<file path="src/verilog/soc_map_pkg.sv">
// ================================================
// SoC memory map
// Device select field, console register offsets
// and the address and data types of the bus
// ================================================
`default_nettype none

package soc_map_pkg;

    // Physical address and data word
    typedef logic [31:0] paddr_t;
    typedef logic [31:0] word_t;

    // DRAM is addressed through the low 27 bits only
    typedef logic [26:0] dram_addr_t;

    // Address bits 31..28 pick the target
    typedef enum logic [3:0] {
        DEV_DRAM_LO = 4'h0,
        DEV_CONSOLE = 4'h4,
        DEV_PLIC    = 4'h5,
        DEV_CLINT   = 4'h6,
        DEV_DRAM_HI = 4'h8
    } dev_sel_t;

    // Console device registers
    localparam paddr_t CONS_DATA_OFS  = 32'h0000_0000;
    localparam paddr_t CONS_COUNT_OFS = 32'h0000_0004;
    localparam paddr_t TOHOST_OFS     = 32'h0000_0008;

endpackage

`default_nettype wire

</file>
<file path="src/verilog/soc_bus_pkg.sv">
// ================================================
// SoC bus definitions
// Load/store sizes, the request bundle shared by
// the arbiter and router, tohost commands
// ================================================
`default_nettype none

package soc_bus_pkg;

    import soc_map_pkg::*;

    // Loads keep their funct3 codes, stores use the free codes
    typedef enum logic [2:0] {
        LB  = 3'b000,
        LH  = 3'b001,
        LW  = 3'b010,
        SB  = 3'b011,
        LBU = 3'b100,
        LHU = 3'b101,
        SH  = 3'b110,
        SW  = 3'b111
    } mem_size_t;

    // One bus request, held stable while it is in flight
    typedef struct packed {
        paddr_t    addr;
        word_t     wdata;
        logic      write;
        mem_size_t size;
    } bus_req_t;

    // DRAM returns whole 16-byte lines
    typedef logic [127:0] dram_line_t;

    // Upper half of a tohost write
    localparam logic [15:0] TOHOST_PRINT     = 16'h0101;
    localparam logic [15:0] TOHOST_POWER_OFF = 16'h0002;

    // Console receive FIFO
    localparam int FIFO_DEPTH = 16;

endpackage

`default_nettype wire

</file>
<file path="src/verilog/boot_arbiter.sv">
// ================================================
// Boot arbiter
// Streams the kernel image and device tree into
// DRAM, then hands the target bus to the CPU
// ================================================
`default_nettype none

module boot_arbiter
    import soc_map_pkg::*;
    import soc_bus_pkg::*;
#(
    parameter int     IMAGE_WORDS = 24,
    parameter int     DTB_WORDS   = 8,
    parameter paddr_t DTB_BASE    = 32'h0000_0100
) (
    input  wire logic     CLK,
    input  wire logic     rst_n,
    input  wire logic     psel,
    input  wire logic     penable,
    input  wire bus_req_t cpu_req,
    input  wire logic     loader_we,
    input  wire word_t    loader_data,
    input  wire logic     dram_busy,
    input  wire logic     grant_done,
    output logic          pready,
    output logic          loader_ready,
    output logic          init_done,
    output bus_req_t      grant_req,
    output logic          grant_valid,
    output logic          grant_is_boot
);

    typedef enum logic [1:0] {
        BOOT_IMAGE,
        BOOT_DTB,
        BOOT_DONE
    } boot_state_t;

    boot_state_t state;
    paddr_t      img_addr;
    paddr_t      dtb_addr;
    logic        loader_acc;
    logic        cpu_acc;
    logic        img_last;
    logic        dtb_last;

    assign loader_ready = (state != BOOT_DONE) && !dram_busy;
    assign loader_acc   = loader_we && loader_ready;

    // CPU only gets the bus in the APB access phase after boot
    assign cpu_acc = (state == BOOT_DONE) && psel && penable;

    assign img_last = img_addr == paddr_t'((IMAGE_WORDS - 1) * 4);
    assign dtb_last = dtb_addr == DTB_BASE + paddr_t'((DTB_WORDS - 1) * 4);

    always_ff @(posedge CLK or negedge rst_n) begin
        if (!rst_n) begin
            state    <= BOOT_IMAGE;
            img_addr <= '0;
            dtb_addr <= DTB_BASE;
        end else if (loader_acc) begin
            case (state)
                BOOT_IMAGE: begin
                    img_addr <= img_addr + 32'd4;
                    if (img_last) begin
                        state <= BOOT_DTB;
                    end
                end
                BOOT_DTB: begin
                    dtb_addr <= dtb_addr + 32'd4;
                    if (dtb_last) begin
                        state <= BOOT_DONE;
                    end
                end
                default: state <= state;
            endcase
        end
    end

    // Loader word becomes a full-word store
    always_comb begin
        grant_req = cpu_req;
        if (loader_acc) begin
            grant_req.addr  = (state == BOOT_IMAGE) ? img_addr : dtb_addr;
            grant_req.wdata = loader_data;
            grant_req.write = 1'b1;
            grant_req.size  = SW;
        end
    end

    assign grant_valid   = loader_acc || cpu_acc;
    assign grant_is_boot = loader_acc;
    assign pready        = cpu_acc && grant_done;
    assign init_done     = (state == BOOT_DONE);

    // Boot ends only on the last device tree word
    a_done_after_last_dtb: assert property (
        @(posedge CLK) disable iff (!rst_n)
        $rose(init_done) |-> $past(loader_acc && state == BOOT_DTB && dtb_last)
    );

    // Request must stay put until the target answers
    a_cpu_req_stable: assert property (
        @(posedge CLK) disable iff (!rst_n)
        (psel && penable && !pready) |=> $stable(cpu_req)
    );

endmodule

`default_nettype wire

</file>
<file path="src/verilog/target_router.sv">
// ================================================
// Target router
// Address decode, target strobes, DRAM load
// alignment and the read data mux
// ================================================
`default_nettype none

module target_router
    import soc_map_pkg::*;
    import soc_bus_pkg::*;
(
    input  wire logic       CLK,
    input  wire logic       rst_n,
    input  wire bus_req_t   grant_req,
    input  wire logic       grant_valid,
    input  wire logic       grant_is_boot,
    input  wire logic       dram_busy,
    input  wire logic       dram_rvalid,
    input  wire dram_line_t dram_rdata,
    input  wire word_t      plic_rdata,
    input  wire word_t      clint_rdata,
    input  wire word_t      con_rdata,
    output logic            grant_done,
    output word_t           prdata,
    output logic            dram_rd_en,
    output logic            dram_wr_en,
    output dram_addr_t      dram_addr,
    output word_t           dram_wdata,
    output mem_size_t       dram_ctrl,
    output logic            plic_we,
    output logic            plic_re,
    output logic            clint_we,
    output logic            clint_re,
    output word_t           plic_wdata,
    output word_t           clint_wdata,
    output logic            con_req,
    output bus_req_t        con_sel
);

    dev_sel_t   dev;
    logic       is_dram;
    logic       rd_pending;
    logic [3:0] rd_ofs;
    mem_size_t  rd_size;
    dram_line_t line_shift;
    word_t      ld_raw;
    word_t      ld_data;

    assign dev     = dev_sel_t'(grant_req.addr[31:28]);
    assign is_dram = grant_is_boot || dev == DEV_DRAM_LO || dev == DEV_DRAM_HI;

    // DRAM side, held off while busy
    assign dram_addr  = grant_req.addr[26:0];
    assign dram_wdata = grant_req.wdata;
    assign dram_ctrl  = grant_req.size;
    assign dram_wr_en = grant_valid && is_dram && grant_req.write && !dram_busy;
    assign dram_rd_en = grant_valid && is_dram && !grant_req.write
                        && !rd_pending && !dram_busy;

    // Interrupt controllers and console
    assign plic_we     = grant_valid && dev == DEV_PLIC && grant_req.write;
    assign plic_re     = grant_valid && dev == DEV_PLIC && !grant_req.write;
    assign clint_we    = grant_valid && dev == DEV_CLINT && grant_req.write;
    assign clint_re    = grant_valid && dev == DEV_CLINT && !grant_req.write;
    assign plic_wdata  = grant_req.wdata;
    assign clint_wdata = grant_req.wdata;
    assign con_req     = grant_valid && !grant_is_boot && dev == DEV_CONSOLE;
    assign con_sel     = grant_req;

    always_ff @(posedge CLK or negedge rst_n) begin
        if (!rst_n) begin
            rd_pending <= 1'b0;
        end else if (dram_rd_en) begin
            rd_pending <= 1'b1;
        end else if (dram_rvalid) begin
            rd_pending <= 1'b0;
        end
    end

    // Byte offset and size of the outstanding read
    always_ff @(posedge CLK) begin
        if (dram_rd_en) begin
            rd_ofs  <= grant_req.addr[3:0];
            rd_size <= grant_req.size;
        end
    end

    assign line_shift = dram_rdata >> {rd_ofs, 3'b000};
    assign ld_raw     = line_shift[31:0];

    always_comb begin
        case (rd_size)
            LB:      ld_data = {{24{ld_raw[7]}}, ld_raw[7:0]};
            LBU:     ld_data = {24'h0, ld_raw[7:0]};
            LH:      ld_data = {{16{ld_raw[15]}}, ld_raw[15:0]};
            LHU:     ld_data = {16'h0, ld_raw[15:0]};
            default: ld_data = ld_raw;
        endcase
    end

    always_comb begin
        case (dev)
            DEV_DRAM_LO, DEV_DRAM_HI: prdata = ld_data;
            DEV_PLIC:                 prdata = plic_rdata;
            DEV_CLINT:                prdata = clint_rdata;
            DEV_CONSOLE:              prdata = con_rdata;
            default:                  prdata = '0;
        endcase
    end

    // Writes finish on issue, reads on return data, MMIO at once
    always_comb begin
        grant_done = 1'b0;
        if (grant_valid) begin
            if (!is_dram) begin
                grant_done = 1'b1;
            end else if (grant_req.write) begin
                grant_done = dram_wr_en;
            end else begin
                grant_done = rd_pending && dram_rvalid;
            end
        end
    end

    // DRAM returns data only for a read that was issued
    a_rvalid_when_pending: assert property (
        @(posedge CLK) disable iff (!rst_n)
        dram_rvalid |-> rd_pending
    );

endmodule

`default_nettype wire

</file>
<file path="src/verilog/console_tohost.sv">
// ================================================
// Console and tohost
// Receive byte FIFO read through MMIO, tohost
// register for character output and power off
// ================================================
`default_nettype none

module console_tohost
    import soc_map_pkg::*;
    import soc_bus_pkg::*;
(
    input  wire logic       CLK,
    input  wire logic       rst_n,
    input  wire logic       con_req,
    input  wire bus_req_t   con_sel,
    input  wire logic       rx_valid,
    input  wire logic [7:0] rx_data,
    output word_t           con_rdata,
    output logic            char_valid,
    output logic [7:0]      char_data,
    output logic            finish
);

    localparam int PTR_W = $clog2(FIFO_DEPTH);

    logic [7:0]       fifo_mem [FIFO_DEPTH];
    logic [PTR_W-1:0] head;
    logic [PTR_W-1:0] tail;
    logic [PTR_W:0]   count;
    paddr_t           ofs;
    logic             push;
    logic             pop;
    logic             tohost_we;
    logic [15:0]      tohost_cmd;

    assign ofs = {4'h0, con_sel.addr[27:0]};

    // Bytes arriving on a full FIFO are lost
    assign push = rx_valid && (count < (PTR_W + 1)'(FIFO_DEPTH));
    assign pop  = con_req && !con_sel.write && ofs == CONS_DATA_OFS && count != '0;

    always_ff @(posedge CLK) begin
        if (push) begin
            fifo_mem[tail] <= rx_data;
        end
    end

    always_ff @(posedge CLK or negedge rst_n) begin
        if (!rst_n) begin
            head  <= '0;
            tail  <= '0;
            count <= '0;
        end else begin
            if (push) begin
                tail <= tail + 1'b1;
            end
            if (pop) begin
                head <= head + 1'b1;
            end
            case ({push, pop})
                2'b10:   count <= count + 1'b1;
                2'b01:   count <= count - 1'b1;
                default: count <= count;
            endcase
        end
    end

    always_comb begin
        con_rdata = '0;
        if (ofs == CONS_DATA_OFS && count != '0) begin
            con_rdata = {24'h0, fifo_mem[head]};
        end else if (ofs == CONS_COUNT_OFS) begin
            con_rdata = word_t'(count);
        end
    end

    // Command sits in the upper half of the written word
    assign tohost_we  = con_req && con_sel.write && ofs == TOHOST_OFS;
    assign tohost_cmd = con_sel.wdata[31:16];

    always_ff @(posedge CLK or negedge rst_n) begin
        if (!rst_n) begin
            char_valid <= 1'b0;
            finish     <= 1'b0;
        end else begin
            char_valid <= tohost_we && tohost_cmd == TOHOST_PRINT;
            if (tohost_we && tohost_cmd == TOHOST_POWER_OFF) begin
                finish <= 1'b1;
            end
        end
    end

    always_ff @(posedge CLK) begin
        if (tohost_we && tohost_cmd == TOHOST_PRINT) begin
            char_data <= con_sel.wdata[7:0];
        end
    end

    a_count_bound: assert property (
        @(posedge CLK) disable iff (!rst_n)
        count <= (PTR_W + 1)'(FIFO_DEPTH)
    );

endmodule

`default_nettype wire

</file>
<file path="src/verilog/mem_interconnect.sv">
// ================================================
// Memory interconnect
// Boot loading into DRAM, CPU APB routing to DRAM,
// PLIC, CLINT and the console block
// ================================================
`default_nettype none

module mem_interconnect
    import soc_map_pkg::*;
    import soc_bus_pkg::*;
#(
    parameter int     IMAGE_WORDS = 24,
    parameter int     DTB_WORDS   = 8,
    parameter paddr_t DTB_BASE    = 32'h0000_0100
) (
    input  wire logic       CLK,
    input  wire logic       rst_n,
    // CPU APB port
    input  wire logic       psel,
    input  wire logic       penable,
    input  wire bus_req_t   cpu_req,
    output logic            pready,
    output word_t           prdata,
    // Loader stream
    input  wire logic       loader_we,
    input  wire word_t      loader_data,
    output logic            loader_ready,
    // DRAM
    output logic            dram_rd_en,
    output logic            dram_wr_en,
    output dram_addr_t      dram_addr,
    output word_t           dram_wdata,
    output mem_size_t       dram_ctrl,
    input  wire logic       dram_busy,
    input  wire logic       dram_rvalid,
    input  wire dram_line_t dram_rdata,
    // PLIC and CLINT
    output logic            plic_we,
    output logic            plic_re,
    output word_t           plic_wdata,
    input  wire word_t      plic_rdata,
    output logic            clint_we,
    output logic            clint_re,
    output word_t           clint_wdata,
    input  wire word_t      clint_rdata,
    // Console
    input  wire logic       rx_valid,
    input  wire logic [7:0] rx_data,
    output logic            char_valid,
    output logic [7:0]      char_data,
    output logic            finish,
    output logic            init_done
);

    bus_req_t grant_req;
    logic     grant_valid;
    logic     grant_is_boot;
    logic     grant_done;
    logic     con_req;
    bus_req_t con_sel;
    word_t    con_rdata;

    boot_arbiter #(
        .IMAGE_WORDS (IMAGE_WORDS),
        .DTB_WORDS   (DTB_WORDS),
        .DTB_BASE    (DTB_BASE)
    ) i_arbiter (
        .CLK, .rst_n, .psel, .penable, .cpu_req, .loader_we, .loader_data,
        .dram_busy, .grant_done, .pready, .loader_ready, .init_done,
        .grant_req, .grant_valid, .grant_is_boot
    );

    target_router i_router (
        .CLK, .rst_n, .grant_req, .grant_valid, .grant_is_boot, .dram_busy,
        .dram_rvalid, .dram_rdata, .plic_rdata, .clint_rdata, .con_rdata,
        .grant_done, .prdata, .dram_rd_en, .dram_wr_en, .dram_addr, .dram_wdata,
        .dram_ctrl, .plic_we, .plic_re, .clint_we, .clint_re, .plic_wdata,
        .clint_wdata, .con_req, .con_sel
    );

    console_tohost i_console (
        .CLK, .rst_n, .con_req, .con_sel, .rx_valid, .rx_data,
        .con_rdata, .char_valid, .char_data, .finish
    );

endmodule

`default_nettype wire

</file>
<file path="config.mk">
export PLATFORM = sky130hd
export DESIGN_NAME = mem_interconnect
export DESIGN_NICKNAME = d
export VERILOG_FILES = /design/src/verilog/soc_map_pkg.sv /design/src/verilog/soc_bus_pkg.sv /design/src/verilog/boot_arbiter.sv /design/src/verilog/target_router.sv /design/src/verilog/console_tohost.sv /design/src/verilog/mem_interconnect.sv
export SDC_FILE = /design/constraint.sdc
export NUM_CORES = 1
export LEC_CHECK = 0
export ABC_CLOCK_PERIOD_IN_PS = 7650
export BUFFER_PORTS_ARGS = -buffer_cell sky130_fd_sc_hd__clkbuf_2
export CORE_ASPECT_RATIO = 0.9
export CORE_MARGIN = 8
export CORE_UTILIZATION = 40
export DETAILED_ROUTE_END_ITERATION = 8
export SETUP_SLACK_MARGIN = 0.4
export SLEW_MARGIN = 20
export SYNTH_ARGS = -nofsm -noshare
export SYNTH_HDL_FRONTEND = slang
export SYNTH_HIERARCHICAL = 1
export SYNTH_SLANG_ARGS = --single-unit
</file>
<file path="constraint.sdc">
create_clock -name CLK -period 7.65 [get_ports CLK]
set_clock_uncertainty 0.2 [all_clocks]
set_input_delay 0.3825 -clock CLK [delete_from_list [all_inputs] [get_ports CLK]]
set_output_delay 0.3825 -clock CLK [all_outputs]
set_load 0.05 [all_outputs]
</file>
# After elaboration in Yosys (flattened, before gate mapping)
# Memories as Yosys holds them, arrays and structs flattened.
# Cells that the tools add are included.
dict set report totals {
  output_inout_bits 177
  ram_bits 128
  reg_bits 97
  word_cells 106
  n_memories 1
  in_bits 308
}
dict set report classes {
  reduce_logical 48
  shift 1
  n_mux 17
  eq_ne 20
  n_lt_le_gt_ge 1
  n_addsub 6
}
# name depth word_bits read_ports rd_clocked_by_memory_dff wr line_no
set mem_list {}
lappend mem_list {i_console.fifo_mem 16 8 1 0 1 console_tohost.sv:26} ;# logic [7:0] fifo_mem [FIFO_DEPTH];
# op n
set op_table {}
lappend op_table {{$pmux 32 s4} 2}
lappend op_table {{$shr 128x7->32} 1}
lappend op_table {{$mux 68} 1}
lappend op_table {{$add 32x3->32 const B} 2}
lappend op_table {{$mux 32} 2}
lappend op_table {{$eq 32x7->1 const B} 1}
lappend op_table {{$eq 32x9->1 const B} 1}
lappend op_table {{$logic_not 32->1} 1}
lappend op_table {{$logic_and 1x1->1} 29}
lappend op_table {{$eq 28x3->1 const B} 1}
lappend op_table {{$eq 28x4->1 const B} 1}
lappend op_table {{$eq 16x2->1 const B} 1}
lappend op_table {{$eq 16x9->1 const B} 1}
lappend op_table {{$eq 4x3->1 const B} 3}
lappend op_table {{$pmux 5 s2} 1}
lappend op_table {{$add 4x1->4 const B} 2}
lappend op_table {{$mux 1} 7}
lappend op_table {{$eq 3x3->1 const B} 2}
lappend op_table {{$reduce_bool 2->1} 3}
lappend op_table {{$add 5x1->5 const B} 1}
lappend op_table {{$lt 5x5->1 const B} 1}
lappend op_table {{$mux 5} 1}
lappend op_table {{$reduce_bool 5->1} 1}
lappend op_table {{$sub 5x1->5 const B} 1}
lappend op_table {{16 further kinds} 26}

# Depth between registers and ports, before layout
dict set report logic_depth {
  ltp_word 14
  ltp_mapped 21
}

# Hierarchy
# Netlist, hierarchy kept.
# mod cells_each area_per_inst_um2 instances
set modules_own_cells {}
lappend modules_own_cells {console_tohost 356 6356.1 1}
lappend modules_own_cells {target_router 630 6135.9 1}
lappend modules_own_cells {boot_arbiter 479 4018.9 1}

# Worst setup path after synthesis
# OpenSTA, ideal clock, no wires.
dict set report synth_timing {
  path_kind {register to register}
  start {register i_arbiter.state[0]}
  end {register i_router.rd_ofs[0], enable pin}
  n_path_buf 2
  setup_time_ns 0.430
  required_time_ns 7.020
  arrival_time_ns 4.632
  path_slack_ns 2.388
  stages_incl_launch_ff 10
  period_less_slack_ns 5.262
  path_cell_list {dfrtp_1 > nor2b_1 > or3b_1 > buf_2 > clkbuf_1 > o21ai_0 > nor3_1 > nor2_1 > or3b_2 > nor3_1}
}
dict set report synth_via {
  elab_cells_between_ends 19
  classes_between {eq/ne: 3; mux: 2; reduce/logical: 14}
}
# element line_no
set synth_lines {}
lappend synth_lines {{from (decl)} boot_arbiter.sv:39} ;# boot_state_t state;
lappend synth_lines {{from (signal assigned)} boot_arbiter.sv:75} ;# default: state <= state;
lappend synth_lines {{$eq 2x2->1} n/a}
lappend synth_lines {{via init_done} mem_interconnect.sv:52} ;# output logic init_done
lappend synth_lines {{$logic_and 1x1->1 (2 in series)} boot_arbiter.sv:51} ;# assign cpu_acc = (state == BOOT_DONE) && psel && penable;
lappend synth_lines {{$logic_or 1x1->1} boot_arbiter.sv:91} ;# assign grant_valid = loader_acc || cpu_acc;
lappend synth_lines {{$logic_and 1x1->1 (2 in series)} target_router.sv:57} ;# assign dram_rd_en = grant_valid && is_dram && !grant_req.write
lappend synth_lines {{$logic_and 1x1->1 (2 in series)} target_router.sv:58} ;# && !rd_pending && !dram_busy;
lappend synth_lines {{via dram_rd_en} mem_interconnect.sv:29} ;# output logic dram_rd_en,
lappend synth_lines {{to (signal assigned)} target_router.sv:83} ;# rd_ofs <= grant_req.addr[3:0];
lappend synth_lines {{to (decl)} target_router.sv:43} ;# logic [3:0] rd_ofs;
# The timed path passes the listed nets, and every way through them passes these cells.
# A chain may end at the register's enable or synchronous reset.

# Worst setup path after layout
dict set report layout_timing {
  start {register i_arbiter.state[1]}
  end {register i_console.count[4]}
}
dict set report layout_via {
  elab_chain_len 11
  elab_cells_between_ends 23
  classes_between {eq/ne: 5; mux: 3; reduce/logical: 15}
}
# element line_no
set layout_lines {}
lappend layout_lines {{$ne 2x2->1 / $eq 2x2->1 (equally long branches)} {boot_arbiter.sv:47, boot_arbiter.sv:51}}
lappend layout_lines {{$logic_and 1x1->1 (on tied branches)} {boot_arbiter.sv:47, boot_arbiter.sv:51}}
lappend layout_lines {{$logic_and 1x1->1 (on tied branches)} {boot_arbiter.sv:48, boot_arbiter.sv:51}}
lappend layout_lines {{$mux 68 (tied with other cells)} boot_arbiter.sv:83} ;# if (loader_acc) begin
lappend layout_lines {{$eq 4x3->1 / $logic_and 1x1->1 (equally long branches)} target_router.sv:67} ;# assign con_req = grant_valid && !grant_is_boot && dev == DEV_CONSOLE;
lappend layout_lines {{$logic_and 1x1->1} target_router.sv:67}
lappend layout_lines {{$logic_and 1x1->1} console_tohost.sv:40} ;# assign pop = con_req && !con_sel.write && ofs == CONS_DATA_OFS && count != '0;
lappend layout_lines {{$logic_and 1x1->1 * (2 in series)} console_tohost.sv:40}
lappend layout_lines {{via i_console.pop} console_tohost.sv:32} ;# logic pop;
lappend layout_lines {{$eq 2x1->1 / $eq 2x2->1 (equally long branches)} console_tohost.sv:60} ;# case ({push, pop})
lappend layout_lines {{$pmux 5 s2 / $reduce_bool 2->1 (equally long branches)} n/a}
lappend layout_lines {{to (signal assigned)} console_tohost.sv:61} ;# 2'b10: count <= count + 1'b1;
lappend layout_lines {{to (signal assigned)} console_tohost.sv:62} ;# 2'b01: count <= count - 1'b1;
lappend layout_lines {{to (signal assigned)} console_tohost.sv:63} ;# default: count <= count;
lappend layout_lines {{to (decl)} console_tohost.sv:29} ;# logic [PTR_W:0] count;
# The timed path passes the listed nets; every way through them passes the cells marked *.

==> impl_metrics.yaml <==
status:
  run_status: "complete, no violations"
clocking:
  cts_repair_resize_count: 0
  cts_inserted_buffers: 25
  post_cts.repair.setup_buffers: 0
  tritoncts: "built"
  clock_tree.buffer_depth: 3
  cts_hold_buf: 7
  clock_insertion_delay_worst_skew_ns: 0.53
  clk_pin_slew_worst_paths_ns: 0.06
  clock_tree.htree_level_count: 1
  cts.sink_count: 221
  clock_tree.root_cell: "clkbuf_16"
worst_setup_path:
  worst_path_largest_cell_delay_ns: 0.61
  slowest_cp_cell: "buf_4"
  cp_top_family: "simple AND/OR/NAND/NOR gates"
  timing.critical_path.required_ns: 7.89
  cp-start-kind: "register"
  critPathCaptureType: "register"
  worst_ep_arrival_time_ns: 5.82
  setup.worst_path.class: "reg -> reg"
  setup.worst_path.start: "i_arbiter/state[1]"
  ordered_cell_list_for_the_critical_path: "nor2b_1 > or3b_4 > buf_4 > o21ai_1 > nor4_1 > nand4_1 > or3_1 > or3_4 > inv_1 > ha_1 > inv_1 > fa_1 > nor2b_1 > o21ai_0 > and3_1 > nor3_1 > xor2_1"
  cp.buffers_inverters: 3
  critical_path_peak_fanout: 64
  critical_path.reg2reg.startpoint: "i_arbiter/state[1]"
power:
  share_comb_of_total_power: 0.252
  finalPower_mw: 3.54
  internal-power_mw: 2.38
  leakage_nw: 7.79
  power.density_nw_per_um2: 190
  ir_worst_vdd_uv: 129
  swShare: 0.328
  seqPwrFrac: 0.408
  netSwitchingPower_mw: 1.16
  clock_share_of_power: 0.340
placed_design:
  port_buffers: 484
  routabilityCongestion: 0.998
  dp_hpwl_um: 48000
sta:
  min_period_over_period: 0.729
  grt_setup_unrepaired: "no"
  tmin_final_ns: 5.58
  slew_violations: 0
  max_slew.worst_pin.slew_ns: 1.06
  max_freq_mhz: 179
  report.final.hold_viol_count: 0
  finalSetupViolCount: 0
  max_slew_margin: 0.288
  setup_tns_final_ns: 0
  timing.hold.ws_ns: 0.0361
run:
  cap_viol_max_count: 0
routing:
  drt_pass1_iterations: 7
  detail_route.vias_per_cell: 5.81
  dr_total_vias: 13200
  wl_per_cell_um: 26.6
  drt.antenna.violating_nets: 0
  count_of_unresolved_drc_violations_after_routing: 0
  drt-total-wl_um: 60500
  dr.first_iter.drc_count: 1521
cells_and_area:
  utilization: 0.461
  layout-drive-gt1-share: 0.417
  area_delta_synth_final_pct: 13.9
  filler_cell_count: 3773
  multiInputGateArea_um2: 8230
  seqCellArea_um2: 6250
  finalNetCount: 2034
floorplanning:
  initial_core_utilization: 0.404
  area_enclosed_by_the_die_boundary_um2: 47700
  std_cell_rows: 70
  fp.dieH_um: 208
  width_of_the_die_um: 229
  i_o_pin_total: 485
  floorplan.core_area_um2: 40600
global_route:
  first_global_vias: 12800
  globalRoute.totalOverflow: 0
  grt_max_degree: 75
  grt_usage: 0.240
  global_route_wire_length_before_repair_um: 88600
  initial_antenna_violation_count: 11
synth:
  synthesis.area_per_instance_um2: 11.3
  synthesis.area_um2: 16400
  warnings_synthesis: 6
  netlist_instances: 1450
hold_path:
  timing.hold.worst.start: "cpu_req[36]"
  hold_path.class: "in -> reg"
[flip-flops by register name, summed over array words and instances (netlist names)]
register	count
i_console/finish	1
i_console/char_valid	1
i_arbiter/img_addr	30
i_router/rd_ofs	4
i_arbiter/dtb_addr	30
i_console/count	5
i_console/tail	4
i_console/fifo_mem	128
i_router/rd_pending	1
i_console/char_data	8
i_arbiter/state	2
i_router/rd_size	3
i_console/head	4
[path summary, 6_finish.rpt]
| kind | end | slack, ns | cells past startpoint |
|---|---|---|---|
| worst min-delay path | i_router/rd_ofs[0] | 0.04 | 2 |
| max in group asynchronous | i_console/head[2] | 6.07 | 3 |
| min in group asynchronous | i_arbiter/dtb_addr[13] | 0.15 | 2 |
| worst max register to register | i_console/count[4] | 2.07 | 17 |
| worst min register to register | i_console/finish | 0.29 | 1 |
| worst max-delay path | i_console/count[4] | 2.07 | 17 |
[stage by stage]
stage               worst slack, ns  area (µm²)  instances
floorplan                      2.42       16500       1473
global placement               2.35       17700       2219
detailed placement             2.15       17700       2219
CTS                            2.15       18600       2269
global route                   1.72       18700       2271
finish                         2.07       18700       2273
[cells in the final DEF (no fill, tap or decap), drive strengths merged, types with 4 or more instances in the layout]
| cell type | n |
|---|---|
| a31oi | 5 |
| xor2 | 11 |
| edfxtp | 143 |
| and2 | 21 |
| a211oi | 14 |
| mux2 | 26 |
| and4 | 6 |
| xnor2 | 57 |
| a222oi | 32 |
| dlygate4sd3 | 7 |
| ha | 11 |
| nor4 | 25 |
| o22ai | 4 |
| nor3 | 18 |
| nor3b | 4 |
| dfrtp | 77 |
| or3 | 4 |
| and3 | 21 |
| nand4 | 29 |
| inv | 19 |
| conb | 24 |
| a22o | 5 |
| mux2i | 62 |
| buf | 17 |
| o21ai | 65 |
| nor2b | 16 |
| clkinv | 6 |
| a21o | 5 |
| nor2 | 33 |
| nand2b | 16 |
| a22oi | 12 |
| a21oi | 14 |
| mux4 | 128 |
| nand3 | 51 |
| nand2 | 181 |
| clkbuf | 513 |
[metal layers]
layer	track usage	routed length [µm]	vias to the layer above
li1	-	-	5815
met1	0.325	25000	6575
met2	0.374	27600	701
met3	0.0653	5930	98
met4	0.0721	1920	20
met5	0	126	-
[power groups by stage]
stage	Sequential [mW]	Clock, mW	Combinational, mW
4_1_cts	1.44	1.24	0.893
3_5_place_dp	1.46	0	0.888
5_1_grt	1.45	1.28	0.949
2_1_floorplan	1.43	0	0.694
3_3_place_gp	1.46	0	0.877
6_report	1.44	1.20	0.893
[layout make-up]
| type | count | area share |
|---|---|---|
| Inverter | 17 | 0.00342 |
| Multi-Input combinational cell | 942 | 0.440 |
| Sequential cell | 221 | 0.335 |
| Timing Repair Buffer | 507 | 0.141 |
| Tap cell | 540 | 0.0362 |
| Clock inverter | 13 | 0.00817 |
| Clock buffer | 30 | 0.0361 |
| Antenna cell | 3 | 0.000402 |
Note: power is estimated with default switching activity, not from simulation.
